### config.mk
export PLATFORM = sky130hd
export DESIGN_NAME = decoder
export DESIGN_NICKNAME = d
export VERILOG_FILES = /design/src/cpu_pkg.sv /design/src/decoder.sv
export SDC_FILE = /design/constraint.sdc
export NUM_CORES = 1
export LEC_CHECK = 0
export BUFFER_PORTS_ARGS = -buffer_cell sky130_fd_sc_hd__buf_4
export CORE_AREA = 2 2 39 41
export DETAILED_ROUTE_END_ITERATION = 8
export DIE_AREA = 0 0 41 43
export SETUP_SLACK_MARGIN = 0.2
export SLEW_MARGIN = 20
export SYNTH_ARGS = -nofsm -noshare
export SYNTH_HDL_FRONTEND = slang
export SYNTH_SLANG_ARGS = --single-unit
### constraint.sdc
create_clock -name vclk -period 1.2
set_input_delay 0.06 -clock vclk [all_inputs]
set_output_delay 0.06 -clock vclk [all_outputs]
set_load 0.03 [all_outputs]
### src/cpu_pkg.sv
package cpu_pkg;

  localparam int DATA_WIDTH     = 32;
  localparam int REG_ADDR_WIDTH = 5;
  localparam int IMM_WIDTH      = 16;
  localparam int MEM_ADDR_WIDTH = 6;
  localparam int QUEUE_DEPTH    = 4;

  typedef enum logic [5:0] {
    NOP  = 6'd0,
    ADD  = 6'd1,
    SUB  = 6'd2,
    AND  = 6'd3,
    OR   = 6'd4,
    SLT  = 6'd5,
    ADDI = 6'd6,
    ORI  = 6'd7,
    LW   = 6'd8,
    SW   = 6'd9
  } opcode_e;

  typedef enum logic [2:0] {
    ALU_ADD,
    ALU_SUB,
    ALU_AND,
    ALU_OR,
    ALU_SLT
  } alu_op_e;

  // register-register reading
  typedef struct packed {
    opcode_e                   opcode;
    logic [REG_ADDR_WIDTH-1:0] rs;
    logic [REG_ADDR_WIDTH-1:0] rt;
    logic [REG_ADDR_WIDTH-1:0] rd;
    logic [DATA_WIDTH-$bits(opcode_e)-3*REG_ADDR_WIDTH-1:0] tail;
  } r_fields_t;

  // immediate reading
  typedef struct packed {
    opcode_e                   opcode;
    logic [REG_ADDR_WIDTH-1:0] rs;
    logic [REG_ADDR_WIDTH-1:0] rt;
    logic [IMM_WIDTH-1:0]      imm;
  } i_fields_t;

  typedef union packed {
    r_fields_t r;
    i_fields_t i;
  } inst_u;

  typedef struct packed {
    logic    reg_write;
    logic    mem_read;
    logic    mem_write;
    logic    alu_src_imm;
    logic    dst_is_rd;
    alu_op_e alu_op;
  } ctrl_t;

  typedef enum logic [1:0] {
    FWD_RF,
    FWD_MEM,
    FWD_WB
  } fwd_sel_e;

  typedef struct packed {
    logic                      valid;
    logic [REG_ADDR_WIDTH-1:0] dest;
    logic [DATA_WIDTH-1:0]     data;
  } wb_t;

endpackage

### src/decoder.sv
`timescale 1ns/10ps

module decoder (
  input  cpu_pkg::opcode_e opcode,
  output cpu_pkg::ctrl_t   ctrl
);

  always_comb begin
    ctrl = '0;
    case (opcode)
      cpu_pkg::ADD, cpu_pkg::SUB, cpu_pkg::AND, cpu_pkg::OR, cpu_pkg::SLT: begin
        ctrl.reg_write = 1'b1;
        ctrl.dst_is_rd = 1'b1;
      end
      cpu_pkg::ADDI, cpu_pkg::ORI, cpu_pkg::LW: begin
        ctrl.reg_write   = 1'b1;
        ctrl.alu_src_imm = 1'b1;
      end
      cpu_pkg::SW: begin
        ctrl.alu_src_imm = 1'b1;
      end
      // nop and anything unknown
      default: ctrl.reg_write = 1'b0;
    endcase

    ctrl.mem_read  = (opcode == cpu_pkg::LW);
    ctrl.mem_write = (opcode == cpu_pkg::SW);

    // loads and stores fall through to add for the address
    case (opcode)
      cpu_pkg::SUB:          ctrl.alu_op = cpu_pkg::ALU_SUB;
      cpu_pkg::AND:          ctrl.alu_op = cpu_pkg::ALU_AND;
      cpu_pkg::OR,
      cpu_pkg::ORI:          ctrl.alu_op = cpu_pkg::ALU_OR;
      cpu_pkg::SLT:          ctrl.alu_op = cpu_pkg::ALU_SLT;
      default:               ctrl.alu_op = cpu_pkg::ALU_ADD;
    endcase
  end

endmodule

==> reports/qor.yml, run 1 <==
status: "complete, no violations"
critPathLaunchType: "primary input"
postRouteAntennaNets: 0
dp_hpwl_um: 389
min-delay-start: "opcode[2]"
cpPeakStageDelay_ns: 0.42
fin_nets: 44
fillCellCount: 154
grt_pass1_vias: 171
p_int_w: 0.0000533
path_buf_inv: 2
p_per_area_nw_per_um2: 289
num_io_pins: 14
grt_antenna_before_repair: 0
drt_iter0_drc: 2
initial_core_util: 0.138
path_class: "primary input to output pin"
grt_pass1_wl_um: 676
coreArea_um2: 1380
netlist_area_um2: 191
max_freq_mhz: 1010
p_clk_frac: 0
post-route-period-util: 0.821
p_total_w: 0.000106
synthDistinctLibCells: 20
multi_input_area_um2: 189
crit_chain: "buf_8 -> or3_4 -> a211oi_2 -> buf_4"
crit_slowest_cell: "or3_4"
mostFrequentLayoutCell: "buf_4"
die_y_um: 43
dieWidth_um: 41
via_per_inst: 4.15
grt_util_all_layers: 0.0501
setup_viol: 0
worst_slew_pin_slew_ns: 0.254
nClkBuffers: 0
syn_area_per_cell_um2: 8.70
drt_first_pass_iters: 2
slew_viol_final: 0
crit_fanout: 4
cap_violations: 0
timing.hold.ws_ns: 0.423
relSlewSlack: 0.829
min_path_cells: 3
grt_max_degree: 10
syn_nets: 28
yosysWarnings: 0
post_drt_wl_per_cell_um: 9.23
yosysSeqAreaShare: 0
drive_gt1_frac: 0.694
setup_tns_ns: 0
final_cell_mix: "9 x buf_4, 5 x buf_6, 2 x or3b_1, 2 x and3_1, 2 x buf_8"
p_sw_frac: 0.497
rows: 14
grt_overflow: 0
switchingPower_w: 0.0000526
drc_errors: 0
pwr-share-seq: 0
vias: 216
antennaDiodeCount: 0
synth_cells: 22
seqCellArea_um2: 0
end_kind: "output pin"
place.gp.congestion: 0.648
worstPathRequired_ns: 1.14
setup_slack_ns: 0.214
vdd_drop_max_v: 0.0000975
routed_wl_um: 480
final_hold_viol_count: 0
critical_path.top_delay_family: "simple AND/OR/NAND/NOR gates"
p_leak_nw: 0.148
design.seq.count: 0
port_buffers: 14
design.die.area_um2: 1760
rsz0062_at_grt: "true"
p_comb_frac: 1.000
period_minus_slack_ns: 0.986
arrival_ns: 0.93
min_to: "ctrl[3]"
pre_cts_slack_ns: 0.101
hold_class: "primary input to output pin"
areaGrowthSynthToFinish_pct: 91.5
-- timing repair --
item,4_1_cts,5_1_grt
pin swaps,3,2
endpoints found under the setup margin,4,5
hold buffers,0,0
setup buffers,0,1
gates resized for setup,4,5
-- how the worst max path moves through the flow --
stage,start,to,slack [ns],cells past startpoint
after global routing,opcode[2],ctrl[5],0.17,4
final,opcode[4],ctrl[0],0.21,4
after CTS,opcode[2],ctrl[5],0.18,4
after detailed placement,opcode[5],ctrl[3],0.10,4
after floorplan,opcode[1],ctrl[7],0.17,3
after global placement,opcode[5],ctrl[3],0.11,4
-- power by group through the flow --
stage                     Combinational (W)  Sequential [W]  Clock, W
after floorplan                   0.0000614               0         0
after global placement            0.0000939               0         0
after detailed placement          0.0000947               0         0
after CTS                         0.0000992               0         0
after global routing               0.000113               0         0
final                              0.000106               0         0
-- layer usage --
metal | vias up | part of all wire | global-route usage
met3 | 0 | 0.096 | 0
met1 | 96 | 0.43 | 0.0732
li1 | 111 | - | -
met2 | 9 | 0.48 | 0.0844
met5 | - | 0 | 0
met4 | 0 | 0 | 0
-- synth_stat cells, drive strengths merged, types with 2 or more instances --
cell type,instances,area (um2)
a211oi,2,20.0
a21boi,2,18.8
and3,2,12.5
or3b,3,28.8
buf,2,18.8
-- kinds of logic after synthesis --
logic type | after synthesis | synth area share
compound gates | 5 | 0.229
xor+xnor | 1 | 0.0458
simple gates | 12 | 0.556
buf+inv | 3 | 0.118
mux | 1 | 0.0523
-- tightest hold or removal path, stage by stage --
cell and delay, ns:
buf_6 0.11, a211oi_4 0.06, buf_6 0.13
-- metrics by stage --
stage,util,std cells,area [um2]
after global placement,0.235,51,325
after floorplan,-,22,211
after detailed placement,0.235,51,325
after CTS,0.246,51,340
after global routing,0.265,52,367
final,0.265,52,367
-- cell type report --
cell class	count	share of cell area
inverter	1	0.0102
multi-input combinational	19	0.515
timing repair buffer	16	0.420
tap	16	0.0546
Note: power is estimated with default switching activity, not from simulation.
==> run 2: changes to the inputs <==
clock period = 0.8 ns   (was 1.2 ns; I/O delays follow)
==> run 2 against run 1 <==
  * The flow now finishes with violations (negative setup slack)
  * Total power rose by 110%
  * Global-route usage grew 2.3 points
  * Core utilization increased by 10 points
  * First-iteration DRC count shrank 100%
  * Count of clock-buffer cells in the layout did not move
  * Via count rose by 15%
  * Design area grew 38%
  * Final cell count up 13%
  * Sequential share of layout area did not move
  * Setup slack worse by 0.38 ns
  * Non-clock buffer count is 7 higher
==> reports/qor.yml, run 2 (same netlist as run 1, synthesis figures left out) <==
seqCellArea_um2: 0  # unchanged
arrival_ns: 0.93  # about the same
setup_slack_ns: -0.169  # -0.384 ns
dieWidth_um: 41  # unchanged
p_comb_frac: 1.000  # about the same
grt_overflow: 0  # unchanged
slew_viol_final: 0  # unchanged
design.die.area_um2: 1760  # unchanged
crit_fanout: 4  # unchanged
switchingPower_w: 0.0000996  # +89%
design.seq.count: 0  # unchanged
post_drt_wl_per_cell_um: 9.98  # +8.1%
place.gp.congestion: 0.694  # +7.0%
via_per_inst: 4.20  # +1.2%
dp_hpwl_um: 524  # +35%
p_int_w: 0.000124  # +130%
timing.hold.ws_ns: 0.449  # +0.0261 ns
routed_wl_um: 589  # +23%
coreArea_um2: 1380  # unchanged
grtUsageMet3: 0  # unchanged
drt_iter0_drc: 0  # -2
grt_pass1_vias: 252  # +47%
violations: "negative setup slack"
rows: 14  # unchanged
postRouteAntennaNets: 0  # unchanged
p_leak_nw: 0.197  # +33%
mostFrequentLayoutCell: "buf_6"
vias: 248  # +15%
max_freq_mhz: 1030
drt_first_pass_iters: 1  # -1
initial_core_util: 0.138  # unchanged
grt_pass1_wl_um: 966  # +43%
fillCellCount: 148  # -3.9%
pwr-share-seq: 0  # unchanged
drive_gt1_frac: 0.860  # +0.166
nClkBuffers: 0  # unchanged
num_io_pins: 14  # unchanged
antennaDiodeCount: 0  # unchanged
grt_max_degree: 8  # -2
post-route-period-util: 1.21
path_class: "primary input to output pin"
end_kind: "output pin"
critPathLaunchType: "primary input"
p_per_area_nw_per_um2: 440  # +52%
p_clk_frac: 0  # unchanged
fin_nets: 51  # +16%
drc_errors: 0  # unchanged
vdd_drop_max_v: 0.000110  # +13%
hold_class: "primary input to output pin"
grt_antenna_before_repair: 0  # unchanged
p_sw_frac: 0.446  # -0.0506
final_cell_mix: "11 x buf_6, 9 x buf_4, 2 x or3b_4, 2 x and3_4, 2 x buf_12"
worstPathRequired_ns: 0.76  # -0.38 ns
final_hold_viol_count: 0  # unchanged
ctsHoldBuffers: 0  # unchanged
areaGrowthSynthToFinish_pct: 165
p_total_w: 0.000223  # +110%
die_y_um: 43  # unchanged
worst_slew_pin_slew_ns: 0.211  # -0.0432 ns
period_minus_slack_ns: 0.969
rsz0062_at_grt: "true"
relSlewSlack: 0.858  # +0.0284
port_buffers: 14  # unchanged
status: "complete, but fails checks"
setup_viol: 6  # +6
grt_util_all_layers: 0.0730  # +0.0229
grt_use_met2: 0.134  # +0.0500
cap_violations: 0  # unchanged
busiest_layer: "met2"
grt_use_met1: 0.0952  # +0.0220
## run 2: through the flow
| stage | area, um2 | TNS [ns] | cells | utilization | setup slack [ns] |
|---|---|---|---|---|---|
| after floorplan | 249 | -0.875 | 22 | - | -0.169 |
| after global placement | 403 | -1.11 | 58 | 0.291 | -0.231 |
| after detailed placement | 403 | -1.17 | 58 | 0.291 | -0.241 |
| after CTS | 467 | -0.787 | 59 | 0.337 | -0.171 |
| after global routing | 507 | -0.912 | 59 | 0.366 | -0.188 |
| final | 507 | -0.727 | 59 | 0.366 | -0.169 |
## run 2: final timing paths
path      start  endpoint  depth (start not counted)
min   opcode[4]   ctrl[5]                          4
max   opcode[5]   ctrl[0]                          4
## run 2: layer usage
| layer | wire length [um] | vias up |
|---|---|---|
| li1 | - | 124 |
| met4 | 0 | 0 |
| met2 | 314 | 9 |
| met1 | 248 | 115 |
| met3 | 26 | 0 |
| met5 | 0 | - |
## run 2: what timing repair did
| item | CTS | global route |
|---|---|---|
| gates resized for setup | 15 | 9 |
| endpoints found under the setup margin | 8 | 8 |
| pin swaps | 8 | 5 |
| buffers inserted | 1 | 0 |
## run 2: final cells by class
| cell class | count | area [um2] | share of cell area |
|---|---|---|---|
| inverter | 1 | 3.75 | 0.00741 |
| tap | 16 | 20.0 | 0.0395 |
| multi-input combinational | 19 | 236 | 0.467 |
| timing repair buffer | 23 | 246 | 0.486 |
## run 2: power by group through the flow
stage | Combinational, W | Sequential [W] | Clock (W)
4_1_cts | 0.000206 | 0 | 0
6_report | 0.000223 | 0 | 0
2_1_floorplan | 0.000109 | 0 | 0
3_3_place_gp | 0.000178 | 0 | 0
5_1_grt | 0.000237 | 0 | 0
3_5_place_dp | 0.000180 | 0 | 0
## run 2: critical path, cell delays in order
cell and delay (ns):
buf_6 0.09, or3_4 0.43, a211oi_2 0.17, buf_4 0.19
==> run 3: changes to the inputs <==
TNS_END_PERCENT = 5   (was default)
clock period = 1 ns   (was 0.8 ns; I/O delays follow)
==> run 3 against run 2 <==
  * The flow now finishes without violations
  * First-iteration DRC count up 4
  * Largest cell class is now multi-input combinational cells
  * Routed wire length increased by 5.1%
  * Largest power group unchanged
  * Total power is 29% lower
  * Sequential cell count did not move
  * Core utilization down 3.9 points
  * Non-clock buffer count decreased by 3
==> reports/qor.yml, run 3 (same netlist as run 1, synthesis figures left out) <==
arrival_ns: 0.94  # about the same
dpl_cell_area_um2: 372  # -7.8%
max_freq_mhz: 1010
dp_hpwl_um: 479  # -8.6%
setup_viol: 0  # -6
post-route-period-util: 0.986
hold_class: "primary input to output pin"
via_per_inst: 4.32  # +2.8%
slew_viol_final: 0  # unchanged
initial_core_util: 0.138  # unchanged
drive_gt1_frac: 0.800  # -0.0605
status: "complete, no violations"
crit_slowest_cell: "or3_4"
grt_max_degree: 9  # +1
crit_path_end: "ctrl[0]"
drc_errors: 0  # unchanged
utilization: 0.327  # -0.0389
routed_wl_um: 619  # +5.1%
num_io_pins: 14  # unchanged
pre_cts_slack_ns: -0.0508  # +0.190 ns
p_sw_frac: 0.475  # +0.0287
coreArea_um2: 1380  # unchanged
nClkBuffers: 0  # unchanged
design.seq.count: 0  # unchanged
design.die.area_um2: 1760  # unchanged
grt_pass1_vias: 234  # -7.1%
p_per_area_nw_per_um2: 351  # -20%
port_buffers: 14  # unchanged
mostFrequentLayoutCell: "buf_6"
period_minus_slack_ns: 0.986
fin_nets: 48  # -5.9%
crit_fanout: 4  # unchanged
grt_util_all_layers: 0.0731  # +0.0000731
p_clk_frac: 0  # unchanged
post_drt_wl_per_cell_um: 11.1  # +11%
seqCellArea_um2: 0  # unchanged
cpPeakStageDelay_ns: 0.43  # about the same
final_cell_mix: "10 x buf_6, 8 x buf_4, 2 x or3b_1"
pwr-share-seq: 0  # unchanged
ctsHoldBuffers: 0  # unchanged
switchingPower_w: 0.0000756  # -24%
rows: 14  # unchanged
min_path_cells: 4  # unchanged
dieWidth_um: 41  # unchanged
grt_overflow: 0  # unchanged
p_comb_frac: 1.000  # about the same
grt_antenna_before_repair: 0  # unchanged
grt_pass1_wl_um: 979  # +1.3%
crit_chain: "buf_6 -> or3_4 -> a211oi_2 -> buf_4"
critPathLaunchType: "primary input"
antennaDiodeCount: 0  # unchanged
final_area_um2: 453  # -11%
die_y_um: 43  # unchanged
drt_iter0_drc: 4  # +4
final_hold_viol_count: 0  # unchanged
postRouteAntennaNets: 0  # unchanged
path_class: "primary input to output pin"
vdd_drop_max_v: 0.000114  # +3.5%
drt_first_pass_iters: 3  # +2
vias: 242  # -2.4%
p_int_w: 0.0000836  # -32%
worstSetupStartpoint: "opcode[4]"
rsz0062_at_grt: "true"
setup_slack_ns: 0.0137  # +0.183 ns
worst_slew_pin_slew_ns: 0.244  # +0.0331 ns
end_kind: "output pin"
place.gp.congestion: 0.682  # -1.7%
areaGrowthSynthToFinish_pct: 137
worstPathRequired_ns: 0.95  # +0.19 ns
p_leak_nw: 0.177  # -10%
relSlewSlack: 0.837  # -0.0213
cap_violations: 0  # unchanged
## run 3: cell types whose count changed in the layout (fill, tap and decap cells not counted)
cell	delta
buf_6	-1
buf_12	-1
or3b_1	+1
a21oi_2	+1
a21oi_4	-1
or3b_4	-1
and3_4	-1
buf_4	-1
and3_1	+1
## run 3: per-layer routing
layer | up-vias | routed length (um) | track usage | part of all wire
met5 | - | 0 | 0 | 0
met4 | 0 | 0 | 0 | 0
met2 | 10 | 322 | 0.113 | 0.52
met3 | 0 | 49 | 0 | 0.079
li1 | 118 | - | - | -
met1 | 114 | 248 | 0.118 | 0.40
## run 3: how the worst min path moves through the flow
stage | start | slack [ns] | endpoint
after floorplan | opcode[4] | 0.15 | ctrl[5]
after global placement | opcode[4] | 0.49 | ctrl[5]
after detailed placement | opcode[4] | 0.50 | ctrl[5]
after CTS | opcode[4] | 0.48 | ctrl[5]
after global routing | opcode[5] | 0.49 | ctrl[5]
final | opcode[4] | 0.47 | ctrl[5]
## run 3: stage by stage
step | hold WS, ns | TNS, ns | power [W] | std cells
5_1_grt | 0.486 | -0.0399 | 0.000170 | 56
3_3_place_gp | 0.494 | -0.0925 | 0.000132 | 56
4_1_cts | 0.479 | 0 | 0.000151 | 56
6_report | 0.469 | 0 | 0.000159 | 56
3_5_place_dp | 0.497 | -0.0770 | 0.000133 | 56
2_1_floorplan | 0.147 | -0.00219 | 0.0000770 | 22
## run 3: area by class of cell
cell class,count,area (um2)
fillers,157,931
inverters,1,3.75
multi-input cells,19,221
well taps,16,20.0
repair buffers,20,208
## run 3: power groups by stage
| stage | logic (W) | registers [W] | clock network, W |
|---|---|---|---|
| after floorplan | 0.0000770 | 0 | 0 |
| after global placement | 0.000132 | 0 | 0 |
| after detailed placement | 0.000133 | 0 | 0 |
| after CTS | 0.000151 | 0 | 0 |
| after global routing | 0.000170 | 0 | 0 |
| final | 0.000159 | 0 | 0 |
## run 3: critical path, delay by kind of cell
kind / cells / cell delay, ns
compound gates: 1 / 0.17
buf+inv: 2 / 0.28
simple gates: 1 / 0.43
## run 3: repair_timing
| item | 4_1_cts | 5_1_grt |
|---|---|---|
| pin swaps | 6 | 6 |
| setup buffers | 0 | 0 |
| endpoints found under the setup margin | 8 | 8 |
| gates resized for setup | 13 | 7 |
| hold endpoints to repair | 0 | 0 |
